## config.mk

```make
export PLATFORM = sky130hd
export DESIGN_NAME = branchUnit
export DESIGN_NICKNAME = d
export VERILOG_FILES = /design/src/logic/cpuPkg.sv /design/src/logic/branchUnit.sv
export SDC_FILE = /design/constraint.sdc
export NUM_CORES = 1
export LEC_CHECK = 0
export CORE_AREA = 3 3 40 42
export DETAILED_ROUTE_END_ITERATION = 6
export DIE_AREA = 0 0 43 45
export DONT_BUFFER_PORTS = 1
export PLACE_DENSITY = 0.39
export SYNTH_ARGS = -nofsm -noshare
export SYNTH_HDL_FRONTEND = slang
export SYNTH_SLANG_ARGS = --single-unit
```

## constraint.sdc

```tcl
create_clock -name clk -period 3.1 [get_ports clk]
set_input_delay 0.62 -clock clk [delete_from_list [all_inputs] [get_ports clk]]
set_output_delay 0.62 -clock clk [all_outputs]
set_load 0.01 [all_outputs]
```

## src/logic/cpuPkg.sv

```systemverilog
`default_nettype none

package cpuPkg;

	// Opcode field, instr[15:12]
	typedef enum logic [3:0] {
		opAdd, opSub, opXor, opRed,
		opSll, opSra, opRor, opPaddsb,
		opLw, opSw, opLlb, opLhb,
		opB, opBr, opPcs, opHlt
	} opcodeT;

	// ALU operations, add also serves address arithmetic
	typedef enum logic [2:0] {
		aluAdd, aluSub, aluXor, aluSll, aluSra, aluRor, aluPaddsb, aluPass
	} aluOpT;

	// Branch condition field, instr[11:9]
	typedef enum logic [2:0] {
		condNe, condEq, condGt, condLt, condGe, condLe, condOv, condAlways
	} condT;

	// Flag update rule
	// ADD and SUB write N, V and Z, V is signed overflow with saturation
	// XOR, SLL, SRA, ROR write Z only
	// Everything else leaves the flags alone
	typedef struct packed {
		logic n;
		logic v;
		logic z;
	} flagsT;

	// Decoded control word
	typedef struct packed {
		aluOpT aluOp;
		logic regWrite;
		logic flagWrite;
		logic memWrite;
		logic isBranch;
		logic branchReg;
		logic halt;
	} ctrlT;

endpackage

`default_nettype wire

```

## src/logic/branchUnit.sv

```systemverilog
`timescale 1ns/1ns
`default_nettype none

module branchUnit
	import cpuPkg::*;
(
	input logic clk,
	input logic rstN,
	input ctrlT ctrl,
	input flagsT aluFlags,
	input condT cond,
	output logic branchTaken
);

	flagsT flagReg;
	logic condMet;

	// ==============================
	// N/V/Z register
	// ==============================
	always_ff @(posedge clk or negedge rstN) begin
		if (!rstN) begin
			flagReg <= '0;
		end else if (ctrl.flagWrite) begin
			// Z on every flag-setting op
			flagReg.z <= aluFlags.z;
			// N and V from add and subtract only
			if ((ctrl.aluOp == aluAdd) || (ctrl.aluOp == aluSub)) begin
				flagReg.n <= aluFlags.n;
				flagReg.v <= aluFlags.v;
			end
		end
	end

	// Condition check against stored flags
	always_comb begin
		case (cond)
			condNe: condMet = !flagReg.z;
			condEq: condMet = flagReg.z;
			condGt: condMet = !flagReg.z && !flagReg.n;
			condLt: condMet = flagReg.n;
			condGe: condMet = flagReg.z || !flagReg.n;
			condLe: condMet = flagReg.n || flagReg.z;
			condOv: condMet = flagReg.v;
			default: condMet = 1'b1;
		endcase
	end

	assign branchTaken = ctrl.isBranch && condMet;

endmodule

`default_nettype wire

```

== Word level (Yosys, flattened, before mapping) ==
Index checks and enable logic that the tools add are counted.
Storage, ports and cells
  register bits: 3
  bits in latches: 0
  RAM bits: 0
  ROM bits: 0
  bits of input ports: 17
  output and inout port bits: 1
  word-level logic and storage cells: 21
  memories kept: 0
Cells by class
  add/subtract/negate cells: 0
  multiply operators: 0
  div/mod/pow operators: 0
  magnitude comparators: 0
  eq/ne operators: 7
  shifts and indexed selects: 0
  mux-type cells: 1
  bitwise gates (word level): 0
  reduce and logical (&&, ||, !) cells: 10
Operator list (number)
  equality test 3 bit (second input constant): 3
  one-hot mux 1 bit (7 select lines): 1
  equality test 3 x 1 -> 1 bit (second input constant): 2
  equality test 3 x 2 -> 1 bit (second input constant): 2
  logical NOT 3 bit: 2
  logical OR 1 bit: 3
  logical AND 1 bit: 2
  logical NOT 1 bit: 2
  AND reduction 2 bit: 1

== Depth between registers and ports, before layout ==
  depth after elaboration: 4
  mapped depth: 3
  mapped depth without buffers: 3

== Worst setup path after synthesis ==
OpenSTA, ideal clock, no wires.
  kind: input port to output port
  start: input cond[1]
  end: output branchTaken
  arrival time: 1329 ps
  data required time: 2480 ps
  slack: 1151 ps
  stages on the path: 3
  path buffers: 0
  cell sequence: or3b_1 a311oi_2 a211oi_1
On the way
  cells in the longest elaborated chain, start to end: 3
  elaborated cells between the ends (all ways): 9
  those cells by class: eq/ne: 6; mux: 1; reduce/logical: 2
Ends and longest elaborated chain
  start: declaration: RTL line branchUnit.sv:11  | input condT cond,
  equality test 3 bit (tied with other cells): RTL line branchUnit.sv:37  | case (cond)
  one-hot mux 1 bit (7 select lines) *: RTL line branchUnit.sv:37
  logical AND 1 bit *: RTL line branchUnit.sv:49  | assign branchTaken = ctrl.isBranch && condMet;
  end: declaration: RTL line branchUnit.sv:12  | output logic branchTaken
Every way passes the cells marked *; elsewhere a longest branch is shown, timed or not.

== Worst setup path in the final report ==
  start: register flagReg[2] (netlist name)
  end: output branchTaken
On the way
  cells in the longest elaborated chain, start to end: 4
  elaborated cells between the ends (all ways): 6
  those cells by class: mux: 1; reduce/logical: 5
Ends and longest elaborated chain
  start: declaration: RTL line branchUnit.sv:15  | flagsT flagReg;
  logical NOT 1 bit: RTL line branchUnit.sv:40, branchUnit.sv:42
  logical OR 1 bit / logical AND 1 bit (equally long branches): RTL line branchUnit.sv:42, branchUnit.sv:40
  one-hot mux 1 bit (7 select lines) *: RTL line branchUnit.sv:37
  logical AND 1 bit *: RTL line branchUnit.sv:49
Marked as above.

==> reports/results.ini <==
[yosys]
syn-cell-area_um2 = 188.9
ys_warn_count = 0
synth.net_count = 33
yosysTopAreaCellShare = 0.3974
synthXorXnorAreaFrac = 0
synth_adder_area_share = 0
postSynthAreaPerCell_um2 = 11.81
synthSimpleGateAreaFrac = 0.1589
synth_top_family_by_area = multiplexers
synth_seq_cells = 3
synthTopCellsByArea = dfrtp_1 (40%), mux2_2 (24%), a211oi_1 (7.9%)
yosysSeqAreaShare = 0.3974
synth_cell_types = 10
yosys.area.top_type = dfrtp_1
synth_cells = 16
synth_compound_area_frac = 0.1854
synthMuxAreaShare = 0.2384

[floorplan]
ios = 18
die_w_um = 43
initial_core_util = 0.1470
core_area_um2 = 1285
fp.dieH_um = 45
num_rows = 13
dieArea_um2 = 1935

[final_layout]
antennaDiodeCount = 0
final_common_cell = mux2_2
drive_gt1_frac = 0.4500
stdcell_count = 35
finalNetCount = 38
area_growth_pct = 23.84
largest_reg_flops = 3
largestRegisters = flagReg x3
top_register = flagReg
layout_common_cells = mux2_2 (4), clkbuf_4 (3), dfrtp_1 (3)
fillers = 141

[status]
status = completed

[critical_path]
slowest_stage = dfrtp_1
cp.arrival_ns = 1.41
rr_worst_depth = 1
end_kind = output pin
cp_max_fo = 5
crit_type = reg2out
cpPeakStageDelay_ns = 0.41
cpMostUsedCell = a211oi_1
r2r_end = flagReg[2]
cp_data_required_time_ns = 2.48
start_kind = register
cpLargestDelayFamily = compound AO/OA/AOI/OAI gates
r2r_slack_ns = 2.30
path_buf_inv = 0
crit_chain = a211oi_1 -> a311oi_2 -> a211oi_1
crit-reg2reg-launch = flagReg[2]

[sta]
rsz0062_at_grt = false
setup_slack_ns = 1.075
setup_viol = 0
worstMarginPinSlew_ns = 0.4064
final.setup.tns_ns = 0
relSlewSlack = 0.7275
fmax_mhz = 493.7
slew_violations = 0
fin_crit_sh = 0.6533
clock_skew_ns = 0
hold_viol = 0
finalCriticalPeriod_ns = 2.025

[route]
drtIter0Drc = 0
drc_errors = 0
wl_per_cell_um = 12.17
first_pass_iters = 1
vias_per_cell = 4.371
wirelength_um = 426
vias = 153
drtAntennaViolNets = 0

[placed_design]
place_congestion = 0.6233
preCtsSetupSlack_ns = 1.119
portBuffers = 0
dp.cells = 31
hpwl_um = 345.2

[hold_path]
worst_hold_path_type = in2async

[clock_tree]
clk_latency_ns = 0.23
post_cts_buffers = 0
clkTransAtPathRegs_ns = 0.04
cts_resized = 0
cts-root-buf = clkbuf_4
cts_tree = done
cts_buffer_depth = 2
numCtsBuffers = 3
ctsHoldBuffers = 0
ctsHtreeMaxLevel = 1
clkSinkCount = 3

[run]
cap_violations = 0

[power_and_ir_drop]
ir_drop_mv = 0.1480
powerDensity_nw_per_um2 = 594.3
power.static_leakage_nw = 0.08505

[global_route]
grt-ovfl-total = 0
grt_util_all_layers = 0.06511
grt_pass1_wl_um = 828
grt_pass1_vias = 197
grt_start_max_net_pins = 6
antenna_found_initial = 0

metrics by stage:
step / util / total power [mW] / instance area [um2] / hold slack (ns)
floorplan: - / 0.06731 / 188.9 / 0.3244
global placement: 0.1616 / 0.06960 / 207.7 / 0.3245
detailed placement: 0.1616 / 0.07199 / 207.7 / 0.3245
CTS: 0.1821 / 0.1447 / 234.0 / 0.07175
global route: 0.1821 / 0.1538 / 234.0 / 0.05775
finish: 0.1821 / 0.1391 / 234.0 / 0.08361
kinds of logic after synthesis:
logic type / count (synthesis)
buf+inv: 1
compound gates: 4
mux: 4
flops: 3
simple gates: 4
routing by layer:
metal	global-route usage	up-vias	part of all wire
li1	-	70	-
met4	0.09036	0	0.040
met1	0.05340	66	0.37
met3	0.04382	2	0.22
met2	0.08982	15	0.37
met5	0	-	0
worst max-delay path by stage:
| stage | depth (start not counted) | start | end |
|---|---|---|---|
| 2_1_floorplan | 3 | cond[1] | branchTaken |
| 3_3_place_gp | 3 | cond[1] | branchTaken |
| 3_5_place_dp | 3 | cond[1] | branchTaken |
| 4_1_cts | 3 | flagReg[2] | branchTaken |
| 5_1_grt | 3 | flagReg[2] | branchTaken |
| 6_report | 3 | flagReg[2] | branchTaken |
report_power, final:
part / internal [mW] / leakage, nW / switching [mW]
logic: 0.0127 / 0.0347 / 0.00642
registers: 0.0457 / 0.0354 / 0.00586
clock network: 0.0482 / 0.0150 / 0.0201
total: 0.107 / 0.0851 / 0.0324
final cells by class:
| type | count | area, um2 | share of cell area |
|---|---|---|---|
| Clock buffer | 4 | 26.28 | 0.1123 |
| Tap cell | 15 | 18.77 | 0.08021 |
| Inverter | 1 | 3.754 | 0.01604 |
| Sequential cell | 3 | 75.07 | 0.3209 |
| Multi-Input combinational cell | 12 | 110.1 | 0.4706 |
cell usage after synthesis, drive strengths merged:
master and number:
a211oi 2, a311oi 1, dfrtp 3, inv 1, mux2 4, nand2b 1
nor3b 1, o21ai 1, or3 1, or3b 1
(Power assumes the default switching activity.)
