[src/include/cpu_defs.svh]
`ifndef CPU_DEFS_SVH
`define CPU_DEFS_SVH

// ==============================
// Core sizing
// ==============================

// Data and instruction word
`define WORD_WIDTH 16

// Architectural registers, r0 hardwired to zero
`define REG_COUNT 16
`define REG_IDX_WIDTH 4

// Data memory words, byte addressed by the core
`define DMEM_DEPTH 256

`endif
[src/logic/cpuPkg.sv]
`default_nettype none

package cpuPkg;

	// Opcode field, instr[15:12]
	typedef enum logic [3:0] {
		opAdd, opSub, opXor, opRed,
		opSll, opSra, opRor, opPaddsb,
		opLw, opSw, opLlb, opLhb,
		opB, opBr, opPcs, opHlt
	} opcodeT;

	// ALU operations, add also serves address arithmetic
	typedef enum logic [2:0] {
		aluAdd, aluSub, aluXor, aluSll, aluSra, aluRor, aluPaddsb, aluPass
	} aluOpT;

	// Branch condition field, instr[11:9]
	typedef enum logic [2:0] {
		condNe, condEq, condGt, condLt, condGe, condLe, condOv, condAlways
	} condT;

	// Flag update rule
	// ADD and SUB write N, V and Z, V is signed overflow with saturation
	// XOR, SLL, SRA, ROR write Z only
	// Everything else leaves the flags alone
	typedef struct packed {
		logic n;
		logic v;
		logic z;
	} flagsT;

	// Decoded control word
	typedef struct packed {
		aluOpT aluOp;
		logic regWrite;
		logic flagWrite;
		logic memWrite;
		logic isBranch;
		logic branchReg;
		logic halt;
	} ctrlT;

endpackage

`default_nettype wire

[src/logic/fetchUnit.sv]
`timescale 1ns/1ns
`default_nettype none
`include "cpu_defs.svh"

module fetchUnit
	import cpuPkg::*;
(
	input logic clk,
	input logic rstN,
	input ctrlT ctrl,
	input logic branchTaken,
	input logic [`WORD_WIDTH-1:0] branchOffset,
	input logic [`WORD_WIDTH-1:0] regTarget,
	output logic [`WORD_WIDTH-1:0] pc,
	output logic [`WORD_WIDTH-1:0] pcPlus2
);

	logic [`WORD_WIDTH-1:0] branchTarget;
	logic [`WORD_WIDTH-1:0] nextPc;

	// ==============================
	// Adders
	// ==============================
	assign pcPlus2 = pc + `WORD_WIDTH'd2;
	// B is relative to the following instruction
	assign branchTarget = pcPlus2 + branchOffset;

	// Next PC priority: halt, BR, B, sequential
	always_comb begin
		if (ctrl.halt)
			nextPc = pc;
		else if (branchTaken && ctrl.branchReg)
			nextPc = regTarget;
		else if (branchTaken)
			nextPc = branchTarget;
		else
			nextPc = pcPlus2;
	end

	// PC register
	always_ff @(posedge clk or negedge rstN) begin
		if (!rstN)
			pc <= '0;
		else
			pc <= nextPc;
	end

	// Halfword aligned, also catches odd BR targets from the register file
	assert property (@(posedge clk) disable iff (!rstN) pc[0] == 1'b0);

endmodule

`default_nettype wire

[config.mk]
export PLATFORM = sky130hd
export DESIGN_NAME = fetchUnit
export DESIGN_NICKNAME = d
export VERILOG_FILES = /design/src/logic/cpuPkg.sv /design/src/logic/fetchUnit.sv
export VERILOG_INCLUDE_DIRS = /design/src /design/src/include
export SDC_FILE = /design/constraint.sdc
export NUM_CORES = 1
export LEC_CHECK = 0
export BUFFER_PORTS_ARGS = -buffer_cell sky130_fd_sc_hd__clkbuf_2
export CAP_MARGIN = 20
export CORE_MARGIN = 10
export CORE_UTILIZATION = 50
export DETAILED_ROUTE_END_ITERATION = 8
export GPL_TIMING_DRIVEN = 0
export PLACE_DENSITY = 0.82
export SLEW_MARGIN = 25
export SYNTH_ARGS = -nofsm -noshare
export SYNTH_HDL_FRONTEND = slang
export SYNTH_SLANG_ARGS = --single-unit
[constraint.sdc]
create_clock -name clk -period 4.2 [get_ports clk]
set_input_delay 0 -clock clk [delete_from_list [all_inputs] [get_ports clk]]
set_output_delay 0 -clock clk [all_outputs]
set_load 0.03 [all_outputs]
**After elaboration in Yosys (flattened, before gate mapping)**

Index checks and enable logic that the tools add are counted.

- Muxes and demuxes: 2
- Reduce and logical (&&, ||, !) cells: 1
- Add/subtract/negate cells: 2

Operators with widths:

| kind | number |
|---|---|
| 2-to-1 mux 16 bit | 2 |
| adder 16 bit | 1 |
| adder 16 x 2 -> 16 bit, second input constant | 1 |
| logical AND 1 bit | 1 |

- Bits of input ports: 44
- Logic and storage cells: 6
- Output and inout port bits: 32
- Bits in registers: 16

**Logic depth before layout (Yosys ltp)**

- Word-level depth: 4
- Mapped depth: 13
- Depth with buffers taken out: 13

**Worst setup path before layout**

OpenSTA, ideal clock, no wires.

- Path type: reg-to-reg
- From: reg pc[1]
- To: reg pc[15]
- Arrival time: 3.682 ns
- Data required time: 4.060 ns
- Period minus slack after synthesis: 3.822 ns
- Setup time: 0.140 ns
- Stages on the path, launching flop included: 14
- Path slack: 0.378 ns
- Cells stage by stage: dfrtp_1 > ha_1 > nand2_1 > nor2_1 > nand2_1 > xnor2_1 > ha_1 > o21ai_0 > a21oi_1 > a221o_1 > o31a_1 > nor3_2 > xnor2_1 > a31oi_1

- Word-level cells in the longest chain between the ends: 4

Ends and longest elaborated chain:

| item | line | source |
|---|---|---|
| start, declared | fetchUnit.sv:14 | `` output logic [`WORD_WIDTH-1:0] pc, `` |
| start signal, assigned | fetchUnit.sv:45 | `pc <= nextPc;` |
| adder 16 x 2 -> 16 bit | fetchUnit.sv:24 | `` assign pcPlus2 = pc + `WORD_WIDTH'd2; `` |
| net pcPlus2[11] | fetchUnit.sv:15 | `` output logic [`WORD_WIDTH-1:0] pcPlus2 `` |
| adder 16 bit | fetchUnit.sv:26 | `assign branchTarget = pcPlus2 + branchOffset;` |
| 2-to-1 mux 16 bit | fetchUnit.sv:34 | `else if (branchTaken)` |
| 2-to-1 mux 16 bit | fetchUnit.sv:32 | `else if (branchTaken && ctrl.branchReg)` |

The timed path passes the listed nets, and every way through them passes these cells.
A chain may end at the register's enable or synchronous reset.

**Worst setup path in the final report**

- From: reg pc[1]
- To: reg pc[15]

- Word-level cells in the longest chain between the ends: 4

Ends and longest elaborated chain:

| item | line |
|---|---|
| adder 16 x 2 -> 16 bit (*) | fetchUnit.sv:24 |
| adder 16 bit | fetchUnit.sv:26 |
| 2-to-1 mux 16 bit (*) | fetchUnit.sv:34 |
| 2-to-1 mux 16 bit (*) | fetchUnit.sv:32 |

Mark *: on every way between the ends. The rest lies on a longest branch, timed or not.

==> results.md <==
- Setup ws final: roughly 520 ps
- Post-CTS Setup Inserts: 0
- Post-Syn Area: about 2000 um^2
- Fillers: around 330
- Cells after Synth: 249
- Hold Fails Final Rpt: 0
- Final Util: around 65%
- Die area: about 6900 um^2
- CTS tree: built
- Logic pwr share: about three quarters
- Setup_tns: 0 ps
- Grt total ovfl: 0
- Most frequent cells in the layout: clkbuf_2 (68), nand2_1 (23), nor2_1 (23), a21oi_1 (19), ha_1 (19)
- HPWL after DPL: ~5 mm
- Synthesized area per cell: roughly 8 um^2
- Core area: approximately 3800 um^2
- Routed wl met2: just under 3 mm
- First-pass GRT wire length: roughly 10 mm
- Area grow syn2layout: 23.46%
- Max Slew Vio Count: 0
- Yosys reg bits: 16
- Worst Path Arrival: 3790 ps
- Period Utilization, post-route: between 80% and 90%
- Die height: 83.16 um
- DR pass1 iterations: 5
- Placed Cells: about 370
- Top Registers: pc x16
- Critical path class: reg -> reg
- Num CTS Buffers: 3
- Measured slew at the worst slew-check pin: about 590 ps
- IO Port Bufs: 68
- RSZ-0062 raised after global routing: false
- CTS clk-pin slew, worst paths: 70 ps
- Initial detailed-routing violation count: ~220
- Via count: about 2200
- Leakage Power: about 1.2 nW
- # IOs: between 70 and 80
- Yosys warns: 0
- Routed wl met3: 533 um
- Final WL: approximately 6.1 mm
- Top Layer Used: met4
- Post-synth cell types: 53
- Clock Sinks: 16
- Switch share: 55.12%
- Max FO, Critical Path: 8
- Main area contributors after synthesis: dfrtp_1 (20%), ha_1 (12%), xnor2_1 (5.7%)
- Met1 WL: between 2 and 3 mm
- Most common cell after layout, fill and taps aside: clkbuf_2
- Total GRT Usage: between 15 and 20%
- Num rows: 22
- Final setup viols: 0
- Critical Path RT: about 4300 ps
- Seq/Total Area, Yosys: between 20% and 30%
- Antenna Cells: 0
- Max reg flops: 16
- VDD IR max: roughly 0.0004 V
- Adder-cell area share of the yosys netlist: 12.92%
- Die width: between 80 and 90 um
- Clock Path Buffers: 2
- Post-Synth Simple-Gate Area: between 20% and 30%
- Root Buffer: clkbuf_8
- Hold Path Class: in -> reg
- Drt drc: 0
- Xor/xnor share of the synthesized area: a little over a tenth
- Most common flop cell mapped by yosys: dfrtp_1
- Final Instance Count excl. Fillers: 370
- H-tree Lvls: 1
- Top reg by flops: pc
- Critical Path Sink Type: flip-flop
- Max_slew headroom: between 50% and 60%
- Top-area cell type share of the netlist area: 20.08%
- Number of max-cap violations: 0
- Worst-Skew Late Latency: 250 ps
- Clock power share: approximately 8.5%
- Largest family of logic cells by synthesized area: compound AO/OA/AOI/OAI gates
- Ys async rst share: between 90% and 100%
- Minimum clock period: roughly 3700 ps
- Psw: around 0.9 mW
- Layout cells sized above 1: a little over a quarter
- Multiplexer share of the synthesized area: 4.015%
- Initial antenna violation count: 0
- Setup crit start kind: flip-flop
- Compound-Gate Fraction of Synth Area: a little over a quarter
- Post-synth top area cell: dfrtp_1
- Vias/cell: between 5 and 6
- Final nets: 387
- Pwr per Cell Area: around 660 nW/um^2
- Post-synth EDFFs: 0
- Pre-CTS setup slack: approximately 500 ps
- Clock skew: about 2.5 ps
- GPL Wtd Cong: around 0.90
- Reg power frac: 17.8%
- Pint: about 0.73 mW
- Maximum clock frequency: 272.1 MHz
- Avg WL per Cell: between 15 and 20 um
- Largest net degree at the start of global routing: 17
- Vias in the first global route: 2079
- Initial core utilization: a little over half
- Status: completed
- Syn nets: 313
- ANT nets after route: 0
==> logic make-up after synthesis <==
family	after synthesis
mux	8
fa+ha+maj	20
buf+inv	16
flops	16
simple gates	86
xor+xnor	22
compound gates	81
==> critical path: stages, from the launching register on <==
cell       delay [ps]
dfrtp_1           470
ha_1              270
nand2_1           110
nor2_2            340
and3_1            230
xor2_1            370
ha_1              300
and3_1            220
nand3_2           120
a2111oi_0         550
nor4_1            110
nor3_2            210
xnor2_1           150
a31oi_1            90
==> metal layers <==
layer | GRT usage [%] | up-vias
met5 | 0 | -
met4 | 5.231 | 0
met3 | 4.883 | 5
met2 | 27.30 | 109
met1 | 21.55 | 998
li1 | - | 1075
==> through the flow <==
stage	area, um^2	hold WS, ps	power [mW]
floorplan	1994	-295.6	1.167
global placement	2395	-59.33	1.457
detailed placement	2395	-54.21	1.474
CTS	2460	28.34	1.619
global route	2462	72.35	1.758
finish	2462	26.20	1.622
==> timing repair <==
| item | CTS | global route |
|---|---|---|
| gates resized for setup | 0 | 1 |
| setup endpoints to repair | 0 | 1 |
| hold buffers | 1 | 0 |
| endpoints found under the hold margin | 16 | 0 |
==> final timing paths <==
kind / startpoint / to / slack [ps] / depth (start not counted)
min in group asynchronous: rstN / pc[8]$_DFFE_PN0N_ / 210 / 2
setup reg to reg: pc[1]$_DFFE_PN0N_ / pc[15]$_DFFE_PN0N_ / 520 / 13
setup / recovery: pc[1]$_DFFE_PN0N_ / pc[15]$_DFFE_PN0N_ / 520 / 13
hold reg to reg: pc[0]$_DFFE_PN0P_ / pc[0]$_DFFE_PN0P_ / 550 / 2
hold / removal: regTarget[0] / pc[0]$_DFFE_PN0P_ / 30 / 3
max in group asynchronous: rstN / pc[0]$_DFFE_PN0P_ / 3700 / 2
==> Yosys cell counts (2+ instances only) <==
master and n:
a221oi_1 3, a21oi_1 19, nand3_1 10, o31ai_1 2, nor2_1 24, xor2_1 8
o21bai_1 2, nor3_1 3, buf_6 2, and3_1 6, nand2_1 23, o21a_1 3
clkbuf_1 5, inv_1 5, o211a_1 2, o211ai_1 6, nor2b_1 2, a22oi_1 2
nand2b_1 4, nand4_1 4, mux2i_1 8, xnor2_1 13, o22ai_1 3, a31oi_1 3
a21o_1 7, o21ai_1 13, ha_1 19, o21ai_0 7, a2111oi_0 2, dfrtp_1 16
==> power by group through the flow <==
stage          Clock (mW)  Combinational, mW  Sequential [mW]
2_1_floorplan           0              0.791            0.376
3_3_place_gp            0               1.17            0.287
3_5_place_dp            0               1.19            0.288
4_1_cts             0.141               1.19            0.286
5_1_grt             0.151               1.31            0.300
6_report            0.139               1.19            0.289
==> layout make-up <==
class | count | area, um^2 | share of cell area [%]
Buffer | 9 | 61.31 | 2.490
Clock buffer | 4 | 55.05 | 2.236
Inverter | 7 | 27.53 | 1.118
Multi-Input combinational cell | 217 | 1508 | 61.23
Sequential cell | 16 | 400.4 | 16.26
Tap cell | 48 | 60.06 | 2.439
Timing Repair Buffer | 69 | 350.3 | 14.23
(Power assumes the default switching activity.)
