==> src/include/cpu_defs.svh <==
`ifndef CPU_DEFS_SVH
`define CPU_DEFS_SVH

// ==============================
// Core sizing
// ==============================

// Data and instruction word
`define WORD_WIDTH 16

// Architectural registers, r0 hardwired to zero
`define REG_COUNT 16
`define REG_IDX_WIDTH 4

// Data memory words, byte addressed by the core
`define DMEM_DEPTH 256

`endif
==> src/logic/regFileIf.sv <==
`timescale 1ns/1ns
`default_nettype none
`include "cpu_defs.svh"

interface regFileIf;

	// Two read ports
	logic [`REG_IDX_WIDTH-1:0] rdIdxA;
	logic [`REG_IDX_WIDTH-1:0] rdIdxB;
	logic [`WORD_WIDTH-1:0] rdDataA;
	logic [`WORD_WIDTH-1:0] rdDataB;

	// One write port
	logic [`REG_IDX_WIDTH-1:0] wrIdx;
	logic [`WORD_WIDTH-1:0] wrData;
	logic wrEn;

	// Register file side
	modport regPort (
		input rdIdxA, rdIdxB, wrIdx, wrData, wrEn,
		output rdDataA, rdDataB
	);

	// Decoder side
	modport ctrlPort (
		output rdIdxA, rdIdxB, wrIdx, wrData, wrEn,
		input rdDataA, rdDataB
	);

endinterface

`default_nettype wire

==> src/logic/registerFile.sv <==
`timescale 1ns/1ns
`default_nettype none
`include "cpu_defs.svh"

module registerFile (
	input logic clk,
	input logic rstN,
	regFileIf.regPort rf
);

	localparam int W = `WORD_WIDTH;

	logic [W-1:0] regs [`REG_COUNT];

	// ==============================
	// Write port
	// ==============================
	always_ff @(posedge clk or negedge rstN) begin
		if (!rstN) begin
			for (int i = 0; i < `REG_COUNT; i++)
				regs[i] <= '0;
		end else if (rf.wrEn && (rf.wrIdx != '0)) begin
			regs[rf.wrIdx] <= rf.wrData;
		end
	end

	// Read ports, r0 reads zero
	assign rf.rdDataA = (rf.rdIdxA == '0) ? '0 : regs[rf.rdIdxA];
	assign rf.rdDataB = (rf.rdIdxB == '0) ? '0 : regs[rf.rdIdxB];

	// Decoder must name a real destination when writing
	assert property (@(posedge clk) disable iff (!rstN) rf.wrEn |-> !$isunknown(rf.wrIdx));

endmodule

`default_nettype wire

==> src/flat_wrapper.sv <==
// flat-port wrapper written by rule: the top's interface ports become plain ports
module registerFile_flat 
  (clk, rstN, rf_rdIdxA, rf_rdIdxB, rf_wrIdx, rf_wrData, rf_wrEn, rf_rdDataA, rf_rdDataB);
  regFileIf rf_i ();
  input logic clk;
  input logic rstN;
  input wire logic [$bits(rf_i.rdIdxA)-1:0] rf_rdIdxA;
  input wire logic [$bits(rf_i.rdIdxB)-1:0] rf_rdIdxB;
  input wire logic [$bits(rf_i.wrIdx)-1:0] rf_wrIdx;
  input wire logic [$bits(rf_i.wrData)-1:0] rf_wrData;
  input wire logic [$bits(rf_i.wrEn)-1:0] rf_wrEn;
  output wire logic [$bits(rf_i.rdDataA)-1:0] rf_rdDataA;
  output wire logic [$bits(rf_i.rdDataB)-1:0] rf_rdDataB;
  assign rf_i.rdIdxA = rf_rdIdxA;
  assign rf_i.rdIdxB = rf_rdIdxB;
  assign rf_i.wrIdx = rf_wrIdx;
  assign rf_i.wrData = rf_wrData;
  assign rf_i.wrEn = rf_wrEn;
  assign rf_rdDataA = rf_i.rdDataA;
  assign rf_rdDataB = rf_i.rdDataB;
  registerFile u_core (.clk(clk), .rstN(rstN), .rf(rf_i));
endmodule
==> config.mk <==
export PLATFORM = sky130hd
export DESIGN_NAME = registerFile_flat
export DESIGN_NICKNAME = d
export VERILOG_FILES = /design/src/logic/regFileIf.sv /design/src/logic/registerFile.sv /design/src/flat_wrapper.sv
export VERILOG_INCLUDE_DIRS = /design/src /design/src/include
export SDC_FILE = /design/constraint.sdc
export NUM_CORES = 1
export LEC_CHECK = 0
export BUFFER_PORTS_ARGS = -buffer_cell sky130_fd_sc_hd__buf_2
export CAP_MARGIN = 10
export CORE_ASPECT_RATIO = 0.9
export CORE_UTILIZATION = 40
export CTS_CLUSTER_SIZE = 12
export DETAILED_ROUTE_END_ITERATION = 10
export HOLD_SLACK_MARGIN = 0.02
export PLACE_DENSITY = 0.56
export SLEW_MARGIN = 15
export SYNTH_ARGS = -nofsm -noshare
export SYNTH_HDL_FRONTEND = slang
export SYNTH_SLANG_ARGS = --single-unit
==> constraint.sdc <==
create_clock -name clk -period 2.5 [get_ports clk]
set_input_delay 0.125 -clock clk [delete_from_list [all_inputs] [get_ports clk]]
set_output_delay 0.125 -clock clk [all_outputs]
set_load 0.01 [all_outputs]
== Word-level counts from Yosys, hierarchy flattened ==
Index checks and enable logic that the tools add are counted.

* Word-level logic and storage cells: 39
* Bits of input ports: 31
* Flip-flop bits (word level): 256
* Output and inout port bits: 32

* Order comparisons: 4
* Reduce and logical (&&, ||, !) cells: 5
* Multiplexer cells: 11
* Bitwise operators: 3

{| class="wikitable"
|+ Operators with widths
! operator !! number
|-
| $bwmux 256 || 1
|-
| $bmux 16 s4 || 2
|-
| $mux 16 || 7
|-
| $demux 16 s4 || 1
|-
| $ge 5x5->1 const B || 3
|-
| $not 4->5 || 3
|-
| $logic_not 4->1 || 2
|-
| $lt 5x1->1 const B || 1
|-
| $reduce_bool 4->1 || 1
|-
| $logic_and 1x1->1 || 2
|}

== Depth between registers and ports, before layout ==
Gate-level depths: netlist of run 1.

* Depth after elaboration: 6
* Depth in mapped cells: 6
* Gate-level depth less buffers: 3

== Worst setup path after synthesis of run 1 ==
OpenSTA, ideal clock, no wires.

* Path type: input port to output port
* Start point: input rf_rdIdxA[1]
* End point: output rf_rdDataA[10]
* Setup slack: 0.929 ns
* Stages: 6
* Path buffers: 3
* Required time: 2.375 ns
* Arrival time: 1.446 ns
* Cells stage by stage: buf_2 > buf_2 > buf_2 > mux4_2 > a22oi_1 > o31ai_1

* Cells in the longest elaborated chain, start to end: 5
* Elaborated cells between the ends (all ways): 6
* Classes of those cells: mux (4); bitwise (1); reduce/logical (1)

{| class="wikitable"
|+ Ends and longest elaborated chain
! item !! line !! source
|-
| start, declared || flat_wrapper.sv:7 || <nowiki>input wire logic [$bits(rf_i.rdIdxA)-1:0] rf_rdIdxA;</nowiki>
|-
| $not 4->5 (implied by the code) || registerFile.sv:28 || <nowiki>assign rf.rdDataA = (rf.rdIdxA == '0) ? '0 : regs[rf.rdIdxA];</nowiki>
|-
| $bmux 16 s4 || registerFile.sv:28 ||
|-
| $mux 16 (implied by the code) (2 in a row) || registerFile.sv:28 ||
|-
| $mux 16 (*) || registerFile.sv:28 ||
|-
| end, declared || flat_wrapper.sv:12 || <nowiki>output wire logic [$bits(rf_i.rdDataA)-1:0] rf_rdDataA;</nowiki>
|}

Every way passes the cells marked *; elsewhere a longest branch is shown, timed or not. The select of a mux whose other input is x is not followed.

== Worst setup path after layout of run 1 ==
* Start point: register u_core.regs[8] in the netlist's numbering
* End point: output rf_rdDataA[8]

* Cells in the longest elaborated chain, start to end: 4

{| class="wikitable"
|+ Ends and longest elaborated chain
! item !! line !! source
|-
| start, declared || registerFile.sv:13 || <nowiki>logic [W-1:0] regs [`REG_COUNT];</nowiki>
|-
| start signal, assigned by index || registerFile.sv:23 || <nowiki>regs[rf.wrIdx] <= rf.wrData;</nowiki>
|-
| $bmux 16 s4 || registerFile.sv:28 ||
|-
| $mux 16 (implied by the code) (2 in a row) || registerFile.sv:28 ||
|-
| $mux 16 || registerFile.sv:28 ||
|}

No other way between the ends. The select of a mux whose other input is x is not followed.

==> impl_metrics.csv, run 1 <==
group,metric,value,unit
worst_setup_path,cpMaxStageDelayCell,"mux4_2",
yosys,avgSynthCellArea,15.1,µm²
global_route,grt_max_degree,86,
drt,drt_first_pass_iters,5,
yosys,synthCells,850,
yosys,synth_top_family_by_area,"multiplexers",
clock_network,htreeDepth,1,
global_route,grt_pass1_vias,8512,
drt,drt-initial-drc-count,526,
cells_and_area,largest-register,"u_core.regs",
worst_setup_path,critPathBufInv,1,
clock_network,cts.sinks,240,
worst_setup_path,crit_path_start_kind,"register",
drt,detail_route.wirelength,36.6,mm
drt,wl_per_cell,27.2,µm
clock_network,cts_setup_buffers,0,
worst_setup_path,crit_path_max_incr_delay,0.47,ns
yosys,synth_seq_cells,240,
die,dieHeight,172,µm
global_route,grt_pass1_wl,56.4,mm
drt,ant_nets,0,
yosys,synth_fa_ha_area_share,0,%
hold_path,hold_path.startpoint,"rf_wrData[3]",
yosys,ys_types,25,
yosys,synth_compound_area_share,4.38,%
pwr,vdd_ir_drop_max,0.587,mV
yosys,yosysSeqAreaShare,46.7,%
pwr,powerDensity,811,nW/µm²
yosys,synth_area,12800,µm²
clock_network,clkLatencyLatePin,0.53,ns
yosys,yosys.area_share.xor_xnor,0,%
hold_path,hp-class,"in2reg",
worst_setup_path,crit_arrival,1.99,ns
sta,final-hold-violation-count,0,
die,rows,61,
placement,port_buffers,62,
cells_and_area,antenna_cells,0,
worst_setup_path,crit_fanout,3,
die,die_w,191,µm
yosys,ys_warn_count,0,
global_route,antenna_found_initial,0,
yosys,synth-simple-area-share,2.72,%
worst_setup_path,critPathKind,"reg2out",
worst_setup_path,ff2ff_setup_slack,1.71,ns
cells_and_area,area_growth,14.5,%
cells_and_area,nets,950,
clock_network,cts_buffer_depth,3,
global_route,grtUsageTotal,23.4,%
sta,period_share,84.8,%
yosys,syn_nets,881,
placement,place_area,13900,µm²
cells_and_area,drive_gt1_share,57.5,%
cells_and_area,n_fill_cell,2724,
cells_and_area,seqCellArea,6010,µm²
cells_and_area,layout_common_cells,"mux2_2, dfrtp_1, mux4_2",
sta,clock_skew,0,ns
pwr,p_leak,6.15,nW
sta,rsz0062_at_grt,"no",
clock_network,clk_pin_slew,0.06,ns
placement,place_congestion,0.791,
drt,via_per_inst,5.99,
die,start_util,41.2,%
worst_setup_path,crit_chain,"mux4_2, a22oi_1, o31ai_1, buf_2",
worst_setup_path,reg2reg_from,"u_core.regs[70]",
drt,post-route-drc-count,0,
drt,dr_total_vias,8072,
hold_path,hold_path_depth,2,
clock_network,cts-root-buf,"clkbuf_16",
sta,max_freq,0.472,GHz
hold_path,hold_end,"u_core.regs[99]",
sta,tns,0,ns
worst_setup_path,end_kind,"output port",
worst_setup_path,cp.depth,4,
yosys,muxShareOfSynthArea,42.8,%
yosys,synth-edff-count,0,
flow_run,maxCapViolations,0,
cells_and_area,postLayoutCellArea,14700,µm²
yosys,async_reset_ff_share,100,%
sta,finalCriticalPeriod,2.12,ns
cells_and_area,reg_top3,"u_core.regs x240",
pwr,total_power,11.9,mW
sta,worst_pin_slew,0.824,ns
worst_setup_path,cp_data_required_time,2.38,ns
sta,slew_headroom,44.9,%
worst_setup_path,worstRegToRegCells,1,
sta,drv_slew,0,
placement,hpwl,23.1,mm
clock_network,cts_tree,"yes",
worst_setup_path,critical_path.top_delay_family,"multiplexers",
sta,setup_violations,0,
clock_network,cts_inserted_buffers,27,
worst_setup_path,r2r-end,"u_core.regs[70]",
die,core_area,31200,µm²
yosys,synth_flop_cell,"dfrtp_1",
outcome,status,"finished clean",
global_route,grt-ovfl-total,0,
die,design.die.area,32800,µm²
cells_and_area,final_common_cell,"mux2_2",
cells_and_area,largest_reg_flops,240,
die,io_pins,63,
cells_and_area,multi_input_area,6420,µm²
## layer usage
layer / GRT usage (%) / vias up / wire length (µm)
met3: 2.82 / 54 / 1650
met5: 0 / - / 0
met1: 33.3 / 4345 / 16700
li1: - / 3455 / -
met4: 6.30 / 0 / 838
met2: 37.8 / 218 / 17500
## power breakdown
group | internal (mW) | switching, mW
Combinational | 1.71 | 1.02
Sequential | 4.80 | 0.683
Clock | 2.13 | 1.57
Total | 8.64 | 3.28
## how the worst max path moves through the flow
stage	start	endpoint	slack (ns)
global placement	rf_rdIdxA[0]	rf_rdDataA[4]	0.48
floorplan	rf_rdIdxA[1]	rf_rdDataA[10]	0.93
global route	u_core.regs[8]	rf_rdDataA[8]	0.24
CTS	u_core.regs[8]	rf_rdDataA[8]	0.35
finish	u_core.regs[8]	rf_rdDataA[8]	0.38
detailed placement	rf_rdIdxA[1]	rf_rdDataA[4]	0.45
## layout make-up
type,instances,share of cell area [%]
clock buffer,41,5.29
multi-input combinational,529,43.7
sequential,240,40.8
clock inverter,7,0.264
tap,409,3.48
timing repair buffer,121,6.47
## repair_timing
action / CTS / global route
hold endpoints to repair: 81 / 0
resized for setup: 0 / 0
hold buffers: 2 / 0
## Yosys cell counts, types with 2 or more instances
master	count	area, µm²
nand3b_1	2	15.0
mux4_2	96	2160
nor2b_1	15	93.8
nand2b_1	4	25.0
nor2_1	20	75.1
buf_4	10	75.1
nand2_1	3	11.3
clkbuf_1	31	116
mux2_2	270	3040
a22oi_1	10	75.1
a211oi_1	20	150
dfrtp_1	240	6010
or2_2	2	12.5
mux2i_1	30	300
nand3b_2	2	22.5
nor2_2	9	56.3
o31ai_1	10	75.1
buf_2	33	165
buf_6	6	67.6
a221oi_1	30	263
or3_1	3	18.8
## logic make-up (layout without fill, tap and decap cells)
group,after synthesis,in the layout
AOI/OAI and AO/OA,70,70
buffers and inverters,81,169
DFF,240,240
muxes,396,396
and+or+nand+nor,63,63
## metrics by stage
step	util [%]	setup slack, ns	hold slack (ns)	cells
after detailed placement	44.4	0.453	0.192	1297
after floorplan	-	0.929	-0.171	850
after global placement	44.4	0.476	0.193	1297
final	47.1	0.380	0.0466	1347
after global routing	47.1	0.239	0.0526	1347
after CTS	47.1	0.347	0.0247	1347
No activity file was read; power rests on OpenSTA's default activity.
==> run 2: changes to the inputs <==
==> constraint.sdc (replaced) <==
create_clock -name clk -period 2.1 [get_ports clk]
set_input_delay 0.105 -clock clk [delete_from_list [all_inputs] [get_ports clk]]
set_output_delay 0.105 -clock clk [all_outputs]
set_load 0.01 [all_outputs]
==> impl_metrics.csv, run 2 (synthesis gave the netlist of run 1 again) <==
group,metric,value,unit
sta,max_freq,0.492,GHz
placement,port_buffers,62,
sta,clock_skew,0,ns
cells_and_area,reg_top3,"u_core.regs x240",
global_route,grt_pass1_wl,55.8,mm
die,io_pins,63,
cells_and_area,fin_cells,1353,
worst_setup_path,crit_fanout,3,
clock_network,cts.sinks,240,
worst_setup_path,crit_arrival,1.93,ns
clock_network,clkLatencyLatePin,0.52,ns
pwr,powerDensity,973,nW/µm²
drt,post-route-drc-count,0,
placement,place_area,13900,µm²
drt,via_per_inst,5.95,
die,rows,61,
global_route,grt_pass1_vias,8525,
sta,worst_pin_slew,0.901,ns
sta,drv_slew,0,
die,dieHeight,172,µm
worst_setup_path,cpMaxStageDelayCell,"mux4_2",
die,die_w,191,µm
sta,slew_headroom,39.8,%
clock_network,cts_setup_buffers,0,
sta,rsz0062_at_grt,"no",
drt,drt-initial-drc-count,582,
sta,worst_slack,0.0662,ns
cells_and_area,fin_util,47.3,%
cells_and_area,seqCellArea,6010,µm²
worst_setup_path,crit_path_start_kind,"register",
worst_setup_path,crit_chain,"mux4_2, mux2i_2, a211oi_2, buf_2",
die,core_area,31200,µm²
pwr,vdd_ir_drop_max,0.549,mV
placement,place_congestion,0.782,
sta,final-hold-violation-count,0,
global_route,grt-ovfl-total,0,
sta,period_share,96.8,%
global_route,grt_max_degree,59,
cells_and_area,postLayoutCellArea,14800,µm²
cells_and_area,nets,956,
clock_network,clk_pin_slew,0.06,ns
drt,detail_route.wirelength,36.4,mm
flow_run,maxCapViolations,0,
cells_and_area,antenna_cells,0,
cells_and_area,largest_reg_flops,240,
clock_network,htreeDepth,1,
cells_and_area,multi_input_area,6450,µm²
sta,setup_violations,0,
cells_and_area,drive_gt1_share,58.4,%
clock_network,cts_tree,"yes",
clock_network,cts_inserted_buffers,27,
die,start_util,41.2,%
clock_network,cts_buffer_depth,3,
global_route,grtUsageTotal,23.1,%
die,design.die.area,32800,µm²
placement,dp_slack,0.218,ns
sta,tns,0,ns
cells_and_area,n_fill_cell,2741,
pwr,p_leak,6.18,nW
cells_and_area,largest-register,"u_core.regs",
outcome,status,"finished clean",
worst_setup_path,critPathKind,"reg2out",
clock_network,cts-root-buf,"clkbuf_16",
sta,finalCriticalPeriod,2.03,ns
placement,dp.cells,1302,
pwr,total_power,14.4,mW
worst_setup_path,end_kind,"output port",
sta,timing.hold.ws,0.0282,ns
drt,drt_first_pass_iters,5,
drt,wl_per_cell,26.9,µm
worst_setup_path,crit_path_max_incr_delay,0.47,ns
cells_and_area,final_common_cell,"mux2_2",
drt,ant_nets,0,
drt,dr_total_vias,8056,
cells_and_area,layout_common_cells,"mux2_2, dfrtp_1, mux4_2",
global_route,antenna_found_initial,0,
hold_path,hp-class,"in2reg",
cells_and_area,area_growth,14.9,%
placement,hpwl,23.0,mm
worst_setup_path,cp_data_required_time,2.00,ns
run 2: cell count changes in the layout (fill, tap and decap cells not counted), moves of 2 or more:
cell	change
clkinv_2	+2
mux2i_1	-2
mux2i_2	+2
dlygate4sd3_1	+2
buf_4	+7
buf_12	-3
clkbuf_1	-2
a211oi_1	-2
a211oi_2	+2
run 2: path summary, 6_finish.rpt:
kind / depth (start not counted) / endpoint / slack, ns / startpoint
worst max-delay path: 4 / rf_rdDataB[14] / 0.07 / u_core.regs[206]
worst min-delay path: 2 / u_core.regs[125] / 0.03 / rf_wrData[13]
worst max register to register: 1 / u_core.regs[85] / 1.30 / u_core.regs[85]
worst min register to register: 1 / u_core.regs[207] / 0.52 / u_core.regs[207]
max in group asynchronous: 3 / u_core.regs[42] / 1.29 / rstN
min in group asynchronous: 2 / u_core.regs[99] / 0.10 / rstN
run 2: what timing repair did:
| action | 4_1_cts | 5_1_grt |
|---|---|---|
| setup endpoints to repair | 1 | 3 |
| gates resized for setup | 2 | 4 |
| hold buffers | 4 | 0 |
| endpoints found under the hold margin | 265 | 0 |
| pin swaps | 1 | 0 |
run 2: report_power, final:
part           internal, mW  total, mW  switching [mW]
Sequential             5.71       6.53           0.813
Clock                  2.62       4.54            1.92
Combinational          2.05       3.30            1.24
run 2: cell type report:
cell class	instances	area share [%]
clock buffers	38	5.13
clock inverters	10	0.525
multi-input cells	529	43.7
flip-flops and latches	240	40.7
well taps	409	3.47
repair buffers	127	6.53
run 2: routing by layer:
| layer | track usage (%) | vias to the layer above | part of all wire [%] |
|---|---|---|---|
| li1 | - | 3452 | - |
| met1 | 32.1 | 4348 | 45 |
| met2 | 38.3 | 194 | 48 |
| met3 | 2.90 | 62 | 4.1 |
| met4 | 5.98 | 0 | 2.5 |
| met5 | 0 | - | 0 |
run 2: worst max-delay path, delay by kind of cell (launching register included):
| family | cells | cell delay [ns] |
|---|---|---|
| AOI/OAI and AO/OA | 1 | 0.14 |
| buffers and inverters | 1 | 0.16 |
| DFF | 1 | 0.40 |
| muxes | 2 | 0.69 |
==> run 3: changes to the inputs <==
--- a/config.mk
+++ b/config.mk
@@ -8,12 +8,14 @@
 export LEC_CHECK = 0
 export BUFFER_PORTS_ARGS = -buffer_cell sky130_fd_sc_hd__buf_2
 export CAP_MARGIN = 10
+export CELL_PAD_IN_SITES_DETAIL_PLACEMENT = 1
+export CELL_PAD_IN_SITES_GLOBAL_PLACEMENT = 2
 export CORE_ASPECT_RATIO = 0.9
 export CORE_UTILIZATION = 40
 export CTS_CLUSTER_SIZE = 12
 export DETAILED_ROUTE_END_ITERATION = 10
 export HOLD_SLACK_MARGIN = 0.02
-export PLACE_DENSITY = 0.56
+export PLACE_DENSITY = 0.72
 export SLEW_MARGIN = 15
 export SYNTH_ARGS = -nofsm -noshare
 export SYNTH_HDL_FRONTEND = slang
==> impl_metrics.csv, run 3 (synthesis gave the netlist of run 1 again) <==
group,metric,value,unit
sta,tns,0,ns
global_route,grt_pass1_wl,59.2,mm
pwr,vdd_ir_drop_max,0.698,mV
worst_setup_path,startpoint,"u_core.regs[14]",
drt,detail_route.wirelength,38.2,mm
hold_path,hp-class,"in2async",
worst_setup_path,ff2ff_setup_slack,1.19,ns
die,core_area,31200,µm²
worst_setup_path,crit_arrival,1.96,ns
sta,setup_violations,0,
global_route,use_met2,41.2,%
worst_setup_path,reg2reg_from,"u_core.regs[14]",
sta,max_freq,0.483,GHz
worst_setup_path,r2r-end,"u_core.regs[14]",
placement,hpwl,23.9,mm
sta,drv_slew,0,
clock_network,cts_inserted_buffers,29,
clock_network,clkLatencyLatePin,0.55,ns
clock_network,clk_pin_slew,0.06,ns
cells_and_area,final_common_cell,"mux2_2",
die,dieHeight,172,µm
drt,ant_nets,0,
flow_run,maxCapViolations,0,
global_route,grt.busiest_layer,"met2",
global_route,grt_max_degree,84,
global_route,grt-ovfl-total,0,
global_route,antenna_found_initial,1,
worst_setup_path,critical_path.top_delay_family,"multiplexers",
outcome,status,"finished clean",
placement,port_buffers,62,
cells_and_area,reg_top3,"u_core.regs x240",
worst_setup_path,crit_path_start_kind,"register",
die,die_w,191,µm
sta,timing.hold.ws,0.0384,ns
worst_setup_path,worstRegToRegCells,2,
die,start_util,41.2,%
placement,dp.cells,1287,
drt,post-route-drc-count,0,
pwr,powerDensity,997,nW/µm²
cells_and_area,nets,960,
cells_and_area,layout_common_cells,"mux2_2, dfrtp_1, mux4_2",
sta,worst_pin_slew,0.494,ns
clock_network,cts.sinks,240,
worst_setup_path,cp.depth,4,
placement,place_congestion,0.786,
worst_setup_path,crit_fanout,3,
sta,period_share,98.5,%
worst_setup_path,cp_data_required_time,2.00,ns
clock_network,cts_buffer_depth,3,
clock_network,cts-root-buf,"clkbuf_16",
worst_setup_path,crit_path_max_incr_delay,0.50,ns
global_route,use_met1,32.5,%
clock_network,htreeDepth,1,
cells_and_area,area_growth,16.8,%
drt,via_per_inst,6.10,
sta,rsz0062_at_grt,"yes",
global_route,grt_util_met3,3.67,%
sta,finalCriticalPeriod,2.07,ns
cells_and_area,largest_reg_flops,240,
die,design.die.area,32800,µm²
pwr,total_power,15.0,mW
global_route,grt_pass1_vias,9225,
clock_network,cts_tree,"yes",
sta,clock_skew,0,ns
sta,final-hold-violation-count,0,
sta,slew_headroom,67.0,%
worst_setup_path,crit_chain,"mux4_2, mux2i_2, a211oi_2, buf_2",
worst_setup_path,critPathBufInv,1,
drt,wl_per_cell,28.2,µm
worst_setup_path,cpMaxStageDelayCell,"mux4_2",
die,rows,61,
drt,drt-initial-drc-count,410,
worst_setup_path,endpoint,"rf_rdDataB[14]",
cells_and_area,fin_cells,1355,
global_route,grtUsageTotal,24.4,%
cells_and_area,fin_util,48.1,%
drt,drt_first_pass_iters,7,
cells_and_area,drive_gt1_share,58.7,%
worst_setup_path,critPathKind,"reg2out",
cells_and_area,largest-register,"u_core.regs",
worst_setup_path,end_kind,"output port",
die,io_pins,63,
pwr,p_leak,6.22,nW
drt,dr_total_vias,8262,
==> run 3: cell count changes in the layout (fill, tap and decap cells not counted), sizes merged, moves of 4 or more <==
cell,change
dlygate4sd3,+13
buf,-11
clkinv,-6
clkbuf,+4
==> run 3: worst min-delay path by stage <==
stage | start | endpoint | slack, ns | cells past startpoint
after detailed placement | rstN | u_core.regs[33] | 0.03 | 1
final | rstN | u_core.regs[33] | 0.04 | 2
after global placement | rstN | u_core.regs[177] | 0.02 | 1
after global routing | rstN | u_core.regs[33] | 0.08 | 2
after floorplan | rstN | u_core.regs[0] | -0.19 | 0
after CTS | rstN | u_core.regs[56] | 0.04 | 2
==> run 3: metal layers <==
| layer | share of wire (%) | vias to the layer above |
|---|---|---|
| met5 | 0 | - |
| met4 | 2.7 | 0 |
| met3 | 4.3 | 61 |
| met2 | 49 | 210 |
| met1 | 43 | 4525 |
| li1 | - | 3466 |
==> run 3: timing repair <==
item                                    in CTS  in global routing
hold buffers                                17                  0
setup buffers                                0                  3
pin swaps                                    3                  5
endpoints found under the setup margin       6                 16
gates resized for setup                     10                 15
endpoints found under the hold margin      456                  0
==> run 3: per-stage QoR <==
stage / worst slack [ns] / cell area (µm²)
2_1_floorplan: 0.569 / 12800
3_3_place_gp: 0.331 / 13800
3_5_place_dp: 0.323 / 13800
4_1_cts: -0.00405 / 14900
5_1_grt: -0.0316 / 15000
6_report: 0.0308 / 15000
==> run 3: cell type report <==
| class | instances | area, µm² |
|---|---|---|
| fill | 3008 | 16200 |
| multi-input combinational | 529 | 6550 |
| sequential | 240 | 6010 |
| timing repair buffer | 129 | 1020 |
| clock buffer | 42 | 845 |
| tap | 409 | 512 |
| clock inverter | 5 | 78.8 |
| antenna | 1 | 2.50 |
==> run 3: report_power, final <==
group          internal, mW  switching [mW]
Sequential             5.72           0.857
Clock                  2.99            1.93
Combinational          2.12            1.36
Total                  10.8            4.15
